$ cat src/verilog/buffer_ring_pkg.sv
`default_nettype none

package buffer_ring_pkg;

  // slot count, one router node and one RAM per slot
  localparam int SLOT_NUM = 4;

  // one wide datapath word
  localparam int DATA_W = 32;

  // 32 words per slot
  localparam int ADDR_W = 5;

  // request opcode
  // an all-zero request is idle, which is what a blocked path carries
  typedef enum logic [1:0] {
    REQ_IDLE  = 2'd0,
    REQ_READ  = 2'd1,
    REQ_WRITE = 2'd2
  } req_op_e;

  // mask register select on the config port
  typedef enum logic {
    CFG_WRITING = 1'b0,
    CFG_READING = 1'b1
  } cfg_sel_e;

endpackage

`default_nettype wire

$ cat src/verilog/ring_route_cfg.sv
`default_nettype none

module ring_route_cfg (
  input  logic                                  clk,
  input  logic                                  rstn,
  input  logic                                  cfg_we,
  input  buffer_ring_pkg::cfg_sel_e             cfg_sel,
  input  logic [buffer_ring_pkg::SLOT_NUM-1:0]  cfg_mask,
  output logic [buffer_ring_pkg::SLOT_NUM-1:0]  ring_writing,
  output logic [buffer_ring_pkg::SLOT_NUM-1:0]  ring_reading
);

  import buffer_ring_pkg::*;

  // mask registers, new value steers the nodes one cycle later
  always_ff @(posedge clk or negedge rstn) begin
    if (!rstn) begin
      ring_writing <= '0;
      ring_reading <= '0;
    end else if (cfg_we) begin
      case (cfg_sel)
        CFG_WRITING: ring_writing <= cfg_mask;
        CFG_READING: ring_reading <= cfg_mask;
      endcase
    end
  end

  // a write with no valid select would silently drop a mode change
  assert property (@(posedge clk) disable iff (!rstn) cfg_we |-> !$isunknown(cfg_sel))
    else $error("cfg_sel unknown during a mask write");

endmodule

`default_nettype wire

$ cat src/verilog/ring_router_node.sv
`default_nettype none

module ring_router_node (
  input  logic                                clk,
  input  logic                                rstn,
  // interconnect side
  input  buffer_ring_pkg::req_op_e            intc_op,
  input  logic [buffer_ring_pkg::ADDR_W-1:0]  intc_addr,
  input  logic [buffer_ring_pkg::DATA_W-1:0]  intc_wdata,
  output logic [buffer_ring_pkg::DATA_W-1:0]  intc_rdata,
  // own RAM side
  output buffer_ring_pkg::req_op_e            route_op,
  output logic [buffer_ring_pkg::ADDR_W-1:0]  route_addr,
  output logic [buffer_ring_pkg::DATA_W-1:0]  route_wdata,
  input  logic [buffer_ring_pkg::DATA_W-1:0]  route_rdata,
  // toward slot i-1
  input  buffer_ring_pkg::req_op_e            top_in_op,
  input  logic [buffer_ring_pkg::ADDR_W-1:0]  top_in_addr,
  input  logic [buffer_ring_pkg::DATA_W-1:0]  top_in_wdata,
  output buffer_ring_pkg::req_op_e            top_out_op,
  output logic [buffer_ring_pkg::ADDR_W-1:0]  top_out_addr,
  output logic [buffer_ring_pkg::DATA_W-1:0]  top_out_wdata,
  // toward slot i+1
  input  buffer_ring_pkg::req_op_e            bottom_in_op,
  input  logic [buffer_ring_pkg::ADDR_W-1:0]  bottom_in_addr,
  input  logic [buffer_ring_pkg::DATA_W-1:0]  bottom_in_wdata,
  output buffer_ring_pkg::req_op_e            bottom_out_op,
  output logic [buffer_ring_pkg::ADDR_W-1:0]  bottom_out_addr,
  output logic [buffer_ring_pkg::DATA_W-1:0]  bottom_out_wdata,
  // ring mode of this slot
  input  logic                                ring_writing,
  input  logic                                ring_reading
);

  import buffer_ring_pkg::*;

  // one register stage on every path
  always_ff @(posedge clk or negedge rstn) begin
    if (!rstn) begin
      route_op         <= REQ_IDLE;
      route_addr       <= '0;
      route_wdata      <= '0;
      intc_rdata       <= '0;
      bottom_out_op    <= REQ_IDLE;
      bottom_out_addr  <= '0;
      bottom_out_wdata <= '0;
      top_out_op       <= REQ_IDLE;
      top_out_addr     <= '0;
      top_out_wdata    <= '0;
    end else begin
      // direct path and pass-through in both directions
      route_op         <= intc_op;
      route_addr       <= intc_addr;
      route_wdata      <= intc_wdata;
      intc_rdata       <= route_rdata;
      bottom_out_op    <= top_in_op;
      bottom_out_addr  <= top_in_addr;
      bottom_out_wdata <= top_in_wdata;
      top_out_op       <= bottom_in_op;
      top_out_addr     <= bottom_in_addr;
      top_out_wdata    <= bottom_in_wdata;

      // inject own request on the down chain, own RAM sees nothing
      if (ring_writing) begin
        bottom_out_op    <= intc_op;
        bottom_out_addr  <= intc_addr;
        bottom_out_wdata <= intc_wdata;
        route_op         <= REQ_IDLE;
        route_addr       <= '0;
        route_wdata      <= '0;
      end

      // take the upward request and drop it from the ring
      if (ring_reading) begin
        route_op      <= bottom_in_op;
        route_addr    <= bottom_in_addr;
        route_wdata   <= bottom_in_wdata;
        top_out_op    <= REQ_IDLE;
        top_out_addr  <= '0;
        top_out_wdata <= '0;
      end
    end
  end

  // neighbours and the interconnect must never feed X into the RAM
  assert property (@(posedge clk) disable iff (!rstn) !$isunknown(route_op))
    else $error("route_op unknown at a router node");

endmodule

`default_nettype wire

$ cat src/verilog/ring_router.sv
`default_nettype none

module ring_router (
  input  logic                                  clk,
  input  logic                                  rstn,
  // interconnect ports
  input  buffer_ring_pkg::req_op_e              intc_op    [0:buffer_ring_pkg::SLOT_NUM-1],
  input  logic [buffer_ring_pkg::ADDR_W-1:0]    intc_addr  [0:buffer_ring_pkg::SLOT_NUM-1],
  input  logic [buffer_ring_pkg::DATA_W-1:0]    intc_wdata [0:buffer_ring_pkg::SLOT_NUM-1],
  output logic [buffer_ring_pkg::DATA_W-1:0]    intc_rdata [0:buffer_ring_pkg::SLOT_NUM-1],
  // RAM ports
  output buffer_ring_pkg::req_op_e              ram_op     [0:buffer_ring_pkg::SLOT_NUM-1],
  output logic [buffer_ring_pkg::ADDR_W-1:0]    ram_addr   [0:buffer_ring_pkg::SLOT_NUM-1],
  output logic [buffer_ring_pkg::DATA_W-1:0]    ram_wdata  [0:buffer_ring_pkg::SLOT_NUM-1],
  input  logic [buffer_ring_pkg::DATA_W-1:0]    ram_rdata  [0:buffer_ring_pkg::SLOT_NUM-1],
  input  logic [buffer_ring_pkg::SLOT_NUM-1:0]  ring_writing,
  input  logic [buffer_ring_pkg::SLOT_NUM-1:0]  ring_reading
);

  import buffer_ring_pkg::*;

  // down chain: bottom outputs of node i
  req_op_e             down_op    [0:SLOT_NUM-1];
  logic [ADDR_W-1:0]   down_addr  [0:SLOT_NUM-1];
  logic [DATA_W-1:0]   down_wdata [0:SLOT_NUM-1];
  // up chain: top outputs of node i
  req_op_e             up_op      [0:SLOT_NUM-1];
  logic [ADDR_W-1:0]   up_addr    [0:SLOT_NUM-1];
  logic [DATA_W-1:0]   up_wdata   [0:SLOT_NUM-1];

  for (genvar i = 0; i < SLOT_NUM; i++) begin : g_node
    req_op_e           top_in_op;
    logic [ADDR_W-1:0] top_in_addr;
    logic [DATA_W-1:0] top_in_wdata;
    req_op_e           bottom_in_op;
    logic [ADDR_W-1:0] bottom_in_addr;
    logic [DATA_W-1:0] bottom_in_wdata;

    // slot 0 turns the up chain back down
    if (i == 0) begin : g_top_fold
      assign top_in_op    = up_op[0];
      assign top_in_addr  = up_addr[0];
      assign top_in_wdata = up_wdata[0];
    end else begin : g_top_chain
      assign top_in_op    = down_op[i-1];
      assign top_in_addr  = down_addr[i-1];
      assign top_in_wdata = down_wdata[i-1];
    end

    // last slot turns the down chain back up
    if (i == SLOT_NUM - 1) begin : g_bottom_fold
      assign bottom_in_op    = down_op[i];
      assign bottom_in_addr  = down_addr[i];
      assign bottom_in_wdata = down_wdata[i];
    end else begin : g_bottom_chain
      assign bottom_in_op    = up_op[i+1];
      assign bottom_in_addr  = up_addr[i+1];
      assign bottom_in_wdata = up_wdata[i+1];
    end

    ring_router_node u_node (
      .clk              (clk),
      .rstn             (rstn),
      .intc_op          (intc_op[i]),
      .intc_addr        (intc_addr[i]),
      .intc_wdata       (intc_wdata[i]),
      .intc_rdata       (intc_rdata[i]),
      .route_op         (ram_op[i]),
      .route_addr       (ram_addr[i]),
      .route_wdata      (ram_wdata[i]),
      .route_rdata      (ram_rdata[i]),
      .top_in_op        (top_in_op),
      .top_in_addr      (top_in_addr),
      .top_in_wdata     (top_in_wdata),
      .top_out_op       (up_op[i]),
      .top_out_addr     (up_addr[i]),
      .top_out_wdata    (up_wdata[i]),
      .bottom_in_op     (bottom_in_op),
      .bottom_in_addr   (bottom_in_addr),
      .bottom_in_wdata  (bottom_in_wdata),
      .bottom_out_op    (down_op[i]),
      .bottom_out_addr  (down_addr[i]),
      .bottom_out_wdata (down_wdata[i]),
      .ring_writing     (ring_writing[i]),
      .ring_reading     (ring_reading[i])
    );

    // a writing slot keeps its own RAM quiet unless it also reads from the ring
    assert property (@(posedge clk) disable iff (!rstn)
      ring_writing[i] && !ring_reading[i] |=> ram_op[i] == REQ_IDLE)
      else $error("slot %0d reached its own RAM while in writing mode", i);
  end

endmodule

`default_nettype wire

$ cat src/verilog/slot_ram.sv
`default_nettype none

module slot_ram (
  input  logic                                clk,
  input  logic                                rstn,
  input  buffer_ring_pkg::req_op_e            ram_op,
  input  logic [buffer_ring_pkg::ADDR_W-1:0]  ram_addr,
  input  logic [buffer_ring_pkg::DATA_W-1:0]  ram_wdata,
  output logic [buffer_ring_pkg::DATA_W-1:0]  ram_rdata
);

  import buffer_ring_pkg::*;

  // single-port storage, one slot
  logic [DATA_W-1:0] mem [0:(1 << ADDR_W)-1];

  always_ff @(posedge clk) begin
    if (ram_op == REQ_WRITE) begin
      mem[ram_addr] <= ram_wdata;
    end
  end

  // read port, value held until the next read
  always_ff @(posedge clk or negedge rstn) begin
    if (!rstn) begin
      ram_rdata <= '0;
    end else if (ram_op == REQ_READ) begin
      ram_rdata <= mem[ram_addr];
    end
  end

endmodule

`default_nettype wire

$ cat src/verilog/buffer_ring_top.sv
`default_nettype none

module buffer_ring_top (
  input  logic                                  clk,
  input  logic                                  rstn,
  input  buffer_ring_pkg::req_op_e              intc_op    [0:buffer_ring_pkg::SLOT_NUM-1],
  input  logic [buffer_ring_pkg::ADDR_W-1:0]    intc_addr  [0:buffer_ring_pkg::SLOT_NUM-1],
  input  logic [buffer_ring_pkg::DATA_W-1:0]    intc_wdata [0:buffer_ring_pkg::SLOT_NUM-1],
  output logic [buffer_ring_pkg::DATA_W-1:0]    intc_rdata [0:buffer_ring_pkg::SLOT_NUM-1],
  input  logic                                  cfg_we,
  input  buffer_ring_pkg::cfg_sel_e             cfg_sel,
  input  logic [buffer_ring_pkg::SLOT_NUM-1:0]  cfg_mask
);

  import buffer_ring_pkg::*;

  logic [SLOT_NUM-1:0] ring_writing;
  logic [SLOT_NUM-1:0] ring_reading;

  // router to RAM, one set per slot
  req_op_e             ram_op    [0:SLOT_NUM-1];
  logic [ADDR_W-1:0]   ram_addr  [0:SLOT_NUM-1];
  logic [DATA_W-1:0]   ram_wdata [0:SLOT_NUM-1];
  logic [DATA_W-1:0]   ram_rdata [0:SLOT_NUM-1];

  ring_route_cfg u_cfg (
    .clk          (clk),
    .rstn         (rstn),
    .cfg_we       (cfg_we),
    .cfg_sel      (cfg_sel),
    .cfg_mask     (cfg_mask),
    .ring_writing (ring_writing),
    .ring_reading (ring_reading)
  );

  ring_router u_router (
    .clk          (clk),
    .rstn         (rstn),
    .intc_op      (intc_op),
    .intc_addr    (intc_addr),
    .intc_wdata   (intc_wdata),
    .intc_rdata   (intc_rdata),
    .ram_op       (ram_op),
    .ram_addr     (ram_addr),
    .ram_wdata    (ram_wdata),
    .ram_rdata    (ram_rdata),
    .ring_writing (ring_writing),
    .ring_reading (ring_reading)
  );

  for (genvar i = 0; i < SLOT_NUM; i++) begin : g_slot
    slot_ram u_ram (
      .clk       (clk),
      .rstn      (rstn),
      .ram_op    (ram_op[i]),
      .ram_addr  (ram_addr[i]),
      .ram_wdata (ram_wdata[i]),
      .ram_rdata (ram_rdata[i])
    );
  end

endmodule

`default_nettype wire

$ cat config.mk
export PLATFORM = sky130hd
export DESIGN_NAME = buffer_ring_top
export DESIGN_NICKNAME = d
export VERILOG_FILES = /design/src/verilog/buffer_ring_pkg.sv /design/src/verilog/ring_route_cfg.sv /design/src/verilog/ring_router_node.sv /design/src/verilog/ring_router.sv /design/src/verilog/slot_ram.sv /design/src/verilog/buffer_ring_top.sv
export SDC_FILE = /design/constraint.sdc
export NUM_CORES = 2
export LEC_CHECK = 0
export BUFFER_PORTS_ARGS = -buffer_cell sky130_fd_sc_hd__buf_2
export CORE_MARGIN = 1
export CORE_UTILIZATION = 40
export DETAILED_ROUTE_END_ITERATION = 6
export PLACE_DENSITY = 0.63
export SYNTH_ARGS = -nofsm -noshare
export SYNTH_HDL_FRONTEND = slang
export SYNTH_SLANG_ARGS = --single-unit
$ cat constraint.sdc
create_clock -name clk -period 6 [get_ports clk]
set_clock_uncertainty 0.2 [all_clocks]
set_input_delay 0.3 -clock clk [delete_from_list [all_inputs] [get_ports clk]]
set_output_delay 0.3 -clock clk [all_outputs]
set_load 0.02 [all_outputs]
Word level (Yosys, flattened, before mapping). Memories as Yosys holds them, arrays and structs flattened. A register that Yosys moved wholly into a read port is not among the register bits. Cells that the tools add are included.

Bits in registers: 604. Memory bits (writable): 4096. Input bits: 164. Output and inout bits: 128. Logic and storage cells: 117. Memories: 4.

Memories: g_slot[0].u_ram.mem (words 32, width 32, rd ports 1, clocked after Yosys merged registers in 1, write ports 1, RTL line slot_ram.sv:15) `logic [DATA_W-1:0] mem [0:(1 << ADDR_W)-1];`; g_slot[1].u_ram.mem (words 32, width 32, rd ports 1, clocked after Yosys merged registers in 1, write ports 1, RTL line slot_ram.sv:15); g_slot[2].u_ram.mem (words 32, width 32, rd ports 1, clocked after Yosys merged registers in 1, write ports 1, RTL line slot_ram.sv:15); g_slot[3].u_ram.mem (words 32, width 32, rd ports 1, clocked after Yosys merged registers in 1, write ports 1, RTL line slot_ram.sv:15).

Equality and inequality tests: 8. Muxes and demuxes: 56. Bitwise gates (word level): 1. Reduce and logical (&&, ||, !) cells: 6.

Operators by type and width (count): 2-to-1 mux 32 bit (16); 2-to-1 mux 5 bit (16); 2-to-1 mux 2 bit (16); equality test 2 x 1 -> 1 bit, second input constant (4); equality test 2 bit, second input constant (4); 2-to-1 mux 1 bit (8); zero test 1 bit (4); AND reduction 2 bit (2); inverter 1 bit (1).

Longest topological paths before layout.
Word-level depth: 3. Gate-level depth with buffers: 10. Mapped depth without buffers: 5.

Cells and area by module. A second synthesis with hierarchy kept.

Cells, all modules: 9206. Area, all modules: 182645.2 sq um.

By module, submodules not included: slot_ram (instances 4, cells each 1940, area each 40311.2 sq um, seq. area each 31550.3 sq um); ring_router_node (instances 4, cells each 357, area each 5268.8 sq um, seq. area each 3728.6 sq um); ring_route_cfg (instances 1, cells each 18, area each 325.3 sq um, seq. area each 200.2 sq um).

Least setup slack after synthesis. OpenSTA, ideal clock, no wires.

Kind: register to register. From: reg u_router.g_node[2].u_node.route_addr[0] (netlist bit). To: mem g_slot[2].u_ram.mem[5][0] (enable). Library setup time: 0.461 ns. Arrival time: 3.847 ns. Data required time: 5.339 ns. Slack: 1.492 ns. Cell stages (with the launch flop): 7. Path buffers: 4. Period minus slack after synthesis: 4.508 ns. Cells stage by stage: dfrtp_1 -> buf_6 -> buf_4 -> buf_2 -> or3b_2 -> clkbuf_1 -> nor3_1.

RTL lines: start, declared (RTL line ring_router_node.sv:13) `output logic [buffer_ring_pkg::ADDR_W-1:0] route_addr,`; start signal, assigned (RTL line ring_router_node.sv:53) `route_addr <= intc_addr;`; start signal, assigned (RTL line ring_router_node.sv:76) `route_addr <= bottom_in_addr;`; end, declared (RTL line slot_ram.sv:15).

No word-level cell before the write port.

Worst setup path in the final report.
From: reg u_router.g_node[3].u_node.route_addr[3] (netlist bit). To: mem g_slot[3].u_ram.mem[26][12] (enable).

RTL lines (RTL line): start, declared (ring_router_node.sv:13); start signal, assigned (ring_router_node.sv:53); start signal, assigned (ring_router_node.sv:76); end, declared (slot_ram.sv:15).

No word-level cell before the write port.

==> flow_summary_export.csv <==
group,metric,value,unit
run_status,status,"finished with violations",
run_status,failed_checks,"capacitance limit, slew limit",
logic_synthesis,synth_cells,8926,
sta,drv_slew,15,
logic_synthesis,synth_top_area_share,0.678,
grt,first_global_vias,94300,
logic_synthesis,syn-num-nets,9090,
pwr,power,82400,uW
cts,cts_sinks,4828,
cts,cts_resized,0,
drt,viasPerCell,5.71,
grt,antenna_found_initial,78,
cells_and_area,fin_nets,9918,
placement,io_buffers,291,
logic_synthesis,synth.yosys.seq_area_share,0.779,
cts,root_buffer,"clkbuf_16",
cts,numCtsBuffers,474,
floorplan,die_x,675,um
setup_path,crit_path_max_fanout,26,
floorplan,ios,292,
sta,setup_viol,0,
drt,first_pass_iters,6,
cts,clkTransAtPathRegs,0.06,ns
setup_path,worstPathRequired,6.50,ns
sta,rsz0062_at_grt,"false",
pwr,power_leakage,0.0691,uW
cts,cts_setup_buffers,0,
floorplan,coreArea,450000,um^2
placement,place_hpwl,315,mm
drt,num_vias,93200,
sta,tightest_slew,1.53,ns
drt,drt_iter0_markers,11200,
sta,fin_crit,4.22,ns
sta,slew_headroom,-0.0273,
logic_synthesis,yosysMostFrequentCell,"edfxtp_1",
logic_synthesis,syn-mean-instance-area,20.3,um^2
cts,clkLatencyLatePin,1.02,ns
sta,fin_crit_sh,0.704,
cts,hold_buffers,270,
logic_synthesis,synth_flop_cell,"edfxtp_1",
drt,wl,518,mm
cts,cts_max_level,5,
floorplan,die_h,675,um
sta,setup_tns,0,ns
logic_synthesis,yosys.area.top_type,"edfxtp_1",
cells_and_area,area_delta_synth_final,16.2,%
drt,route.detailed.drc,0,
floorplan,initial_core_util,0.403,
cts,clock_path_buffers,4,
cts,cts_tree,"yes",
logic_synthesis,synth_edf_count,4096,
logic_synthesis,yosysWarningCount,0,
setup_path,cp.arrival,4.73,ns
setup_path,cp-start-kind,"flip-flop",
logic_synthesis,synth_area,181000,um^2
placement,finalWeightedCongestion,0.863,
cells_and_area,drive_gt1_frac,0.244,
grt,overflow,0,
logic_synthesis,ys_types,70,
pwr,p_per_area,391,nW/um^2
pwr,ir_drop,0.276,mV
logic_synthesis,ys_async_sr_fraction,0.152,
logic_synthesis,synth_area_leaders,"edfxtp_1 (68%), dfrtp_1 (10%), mux4_2 (9.7%)",
drt,ant_nets,0,
floorplan,core.rowCount,246,
setup_path,end_kind,"flip-flop",
sta,finalHoldViolCount,0,
min_path,hold_path_class,"input pin to flip-flop",
logic_synthesis,synth-seq-cells,4828,
setup_path,critPathKind,"flip-flop to flip-flop",
grt,grt_usage,0.225,
grt,grt_max_degree,147,
grt,grt_pass1_wl,725,mm
floorplan,dieArea,456000,um^2
sta,clock.fmax,0.237,GHz
run,max_cap_viol_count,1,
drt,post_drt_wl_per_cell,31.7,um
logic_synthesis,synthTopCellsByCount,"edfxtp_1 (4,096), mux4_2 (780), dfrtp_1 (732)",
## per-layer routing
layer / routed length [um] / up-vias / share of wire / track usage
met5: 79 / - / 0.00015 / 0
met4: 27500 / 14 / 0.053 / 0.108
met3: 42400 / 904 / 0.082 / 0.0377
met2: 250000 / 4458 / 0.48 / 0.363
met1: 198000 / 49900 / 0.38 / 0.297
li1: - / 37900 / - / -
## power by group
| group | internal [uW] | total [uW] | switching, uW |
|---|---|---|---|
| Combinational | 3880 | 9410 | 5530 |
| Clock | 17700 | 30600 | 13000 |
| Sequential | 39200 | 42400 | 3190 |
| Total | 60700 | 82400 | 21700 |
## path summary, 6_finish.rpt
| kind | start | endpoint | slack, ns | cells past startpoint |
|---|---|---|---|---|
| worst min register to register | g_slot[2].u_ram.ram_rdata[21] | u_router.g_node[2].u_node.intc_rdata[21] | 0.18 | 0 |
| max in group asynchronous | rstn | u_cfg.ring_reading[2] | 4.08 | 4 |
| worst max register to register | u_router.g_node[3].u_node.route_addr[3] | g_slot[3].u_ram.mem[26][12] | 1.78 | 5 |
| worst max-delay path | u_router.g_node[3].u_node.route_addr[3] | g_slot[3].u_ram.mem[26][12] | 1.78 | 5 |
| min in group asynchronous | rstn | g_slot[2].u_ram.ram_rdata[10] | 0.47 | 4 |
| worst min-delay path | intc_op[0] | u_router.g_node[3].u_node.bottom_out_op[0] | 0.05 | 3 |
## registers in the layout, indices dropped and copies added (netlist names)
signal,flops
g_slot.u_ram.mem,4096
g_slot.u_ram.ram_rdata,128
u_router.g_node.u_node.bottom_out_wdata,128
u_router.g_node.u_node.intc_rdata,128
u_router.g_node.u_node.route_wdata,128
u_router.g_node.u_node.top_out_wdata,128
u_router.g_node.u_node.bottom_out_addr,20
u_router.g_node.u_node.route_addr,20
u_router.g_node.u_node.top_out_addr,20
u_router.g_node.u_node.bottom_out_op,8
u_router.g_node.u_node.route_op,8
u_router.g_node.u_node.top_out_op,8
u_cfg.ring_reading,4
u_cfg.ring_writing,4
## per-stage QoR
stage / setup slack, ns / hold slack, ns / cells / util / instance area [um^2]
after floorplan: 1.49 / -0.196 / 8926 / - / 181000
after global placement: 1.94 / 0.139 / 15000 / 0.425 / 191000
after detailed placement: 1.92 / 0.169 / 15000 / 0.425 / 191000
after CTS: 1.89 / 0.00362 / 16100 / 0.467 / 210000
after global routing: 1.80 / 0.0184 / 16300 / 0.468 / 211000
final: 1.78 / 0.0478 / 16300 / 0.468 / 211000
## cell usage in the layout (no fill, tap or decap), types with 184 or more instances in the layout
cell type      instances
edfxtp_1            4096
buf_2                290
dfrtp_1              706
mux2_2               192
buf_4                274
nand2_1              290
clkbuf_16            479
mux4_2               780
diode_2              184
mux2i_1              652
dlygate4sd3_1        269
## critical path, cell delays in order, from the launching register on
cell,delay (ns)
dfrtp_2,1.10
inv_2,0.67
nor2_1,0.38
nand2_1,0.29
nor2_4,0.85
buf_4,0.37
## cell families (layout without fill, tap and decap cells)
family	after synthesis	in the layout	synth area share
AOI/OAI and AO/OA	844	844	0.0319
muxes	1625	1625	0.145
other	0	184	0
buffers and inverters	510	1762	0.0136
DFF	4828	4828	0.779
and+or+nand+nor	1119	1119	0.0307
## cell type report
class | count | area [um^2]
fill | 36900 | 239000
sequential | 4828 | 141000
multi-input combinational | 3588 | 38600
clock buffer | 631 | 13000
tap | 5952 | 7450
timing repair buffer | 859 | 6720
clock inverter | 269 | 3200
antenna | 184 | 460
inverter | 3 | 11.3
Power figures use the tool's default switching activity.
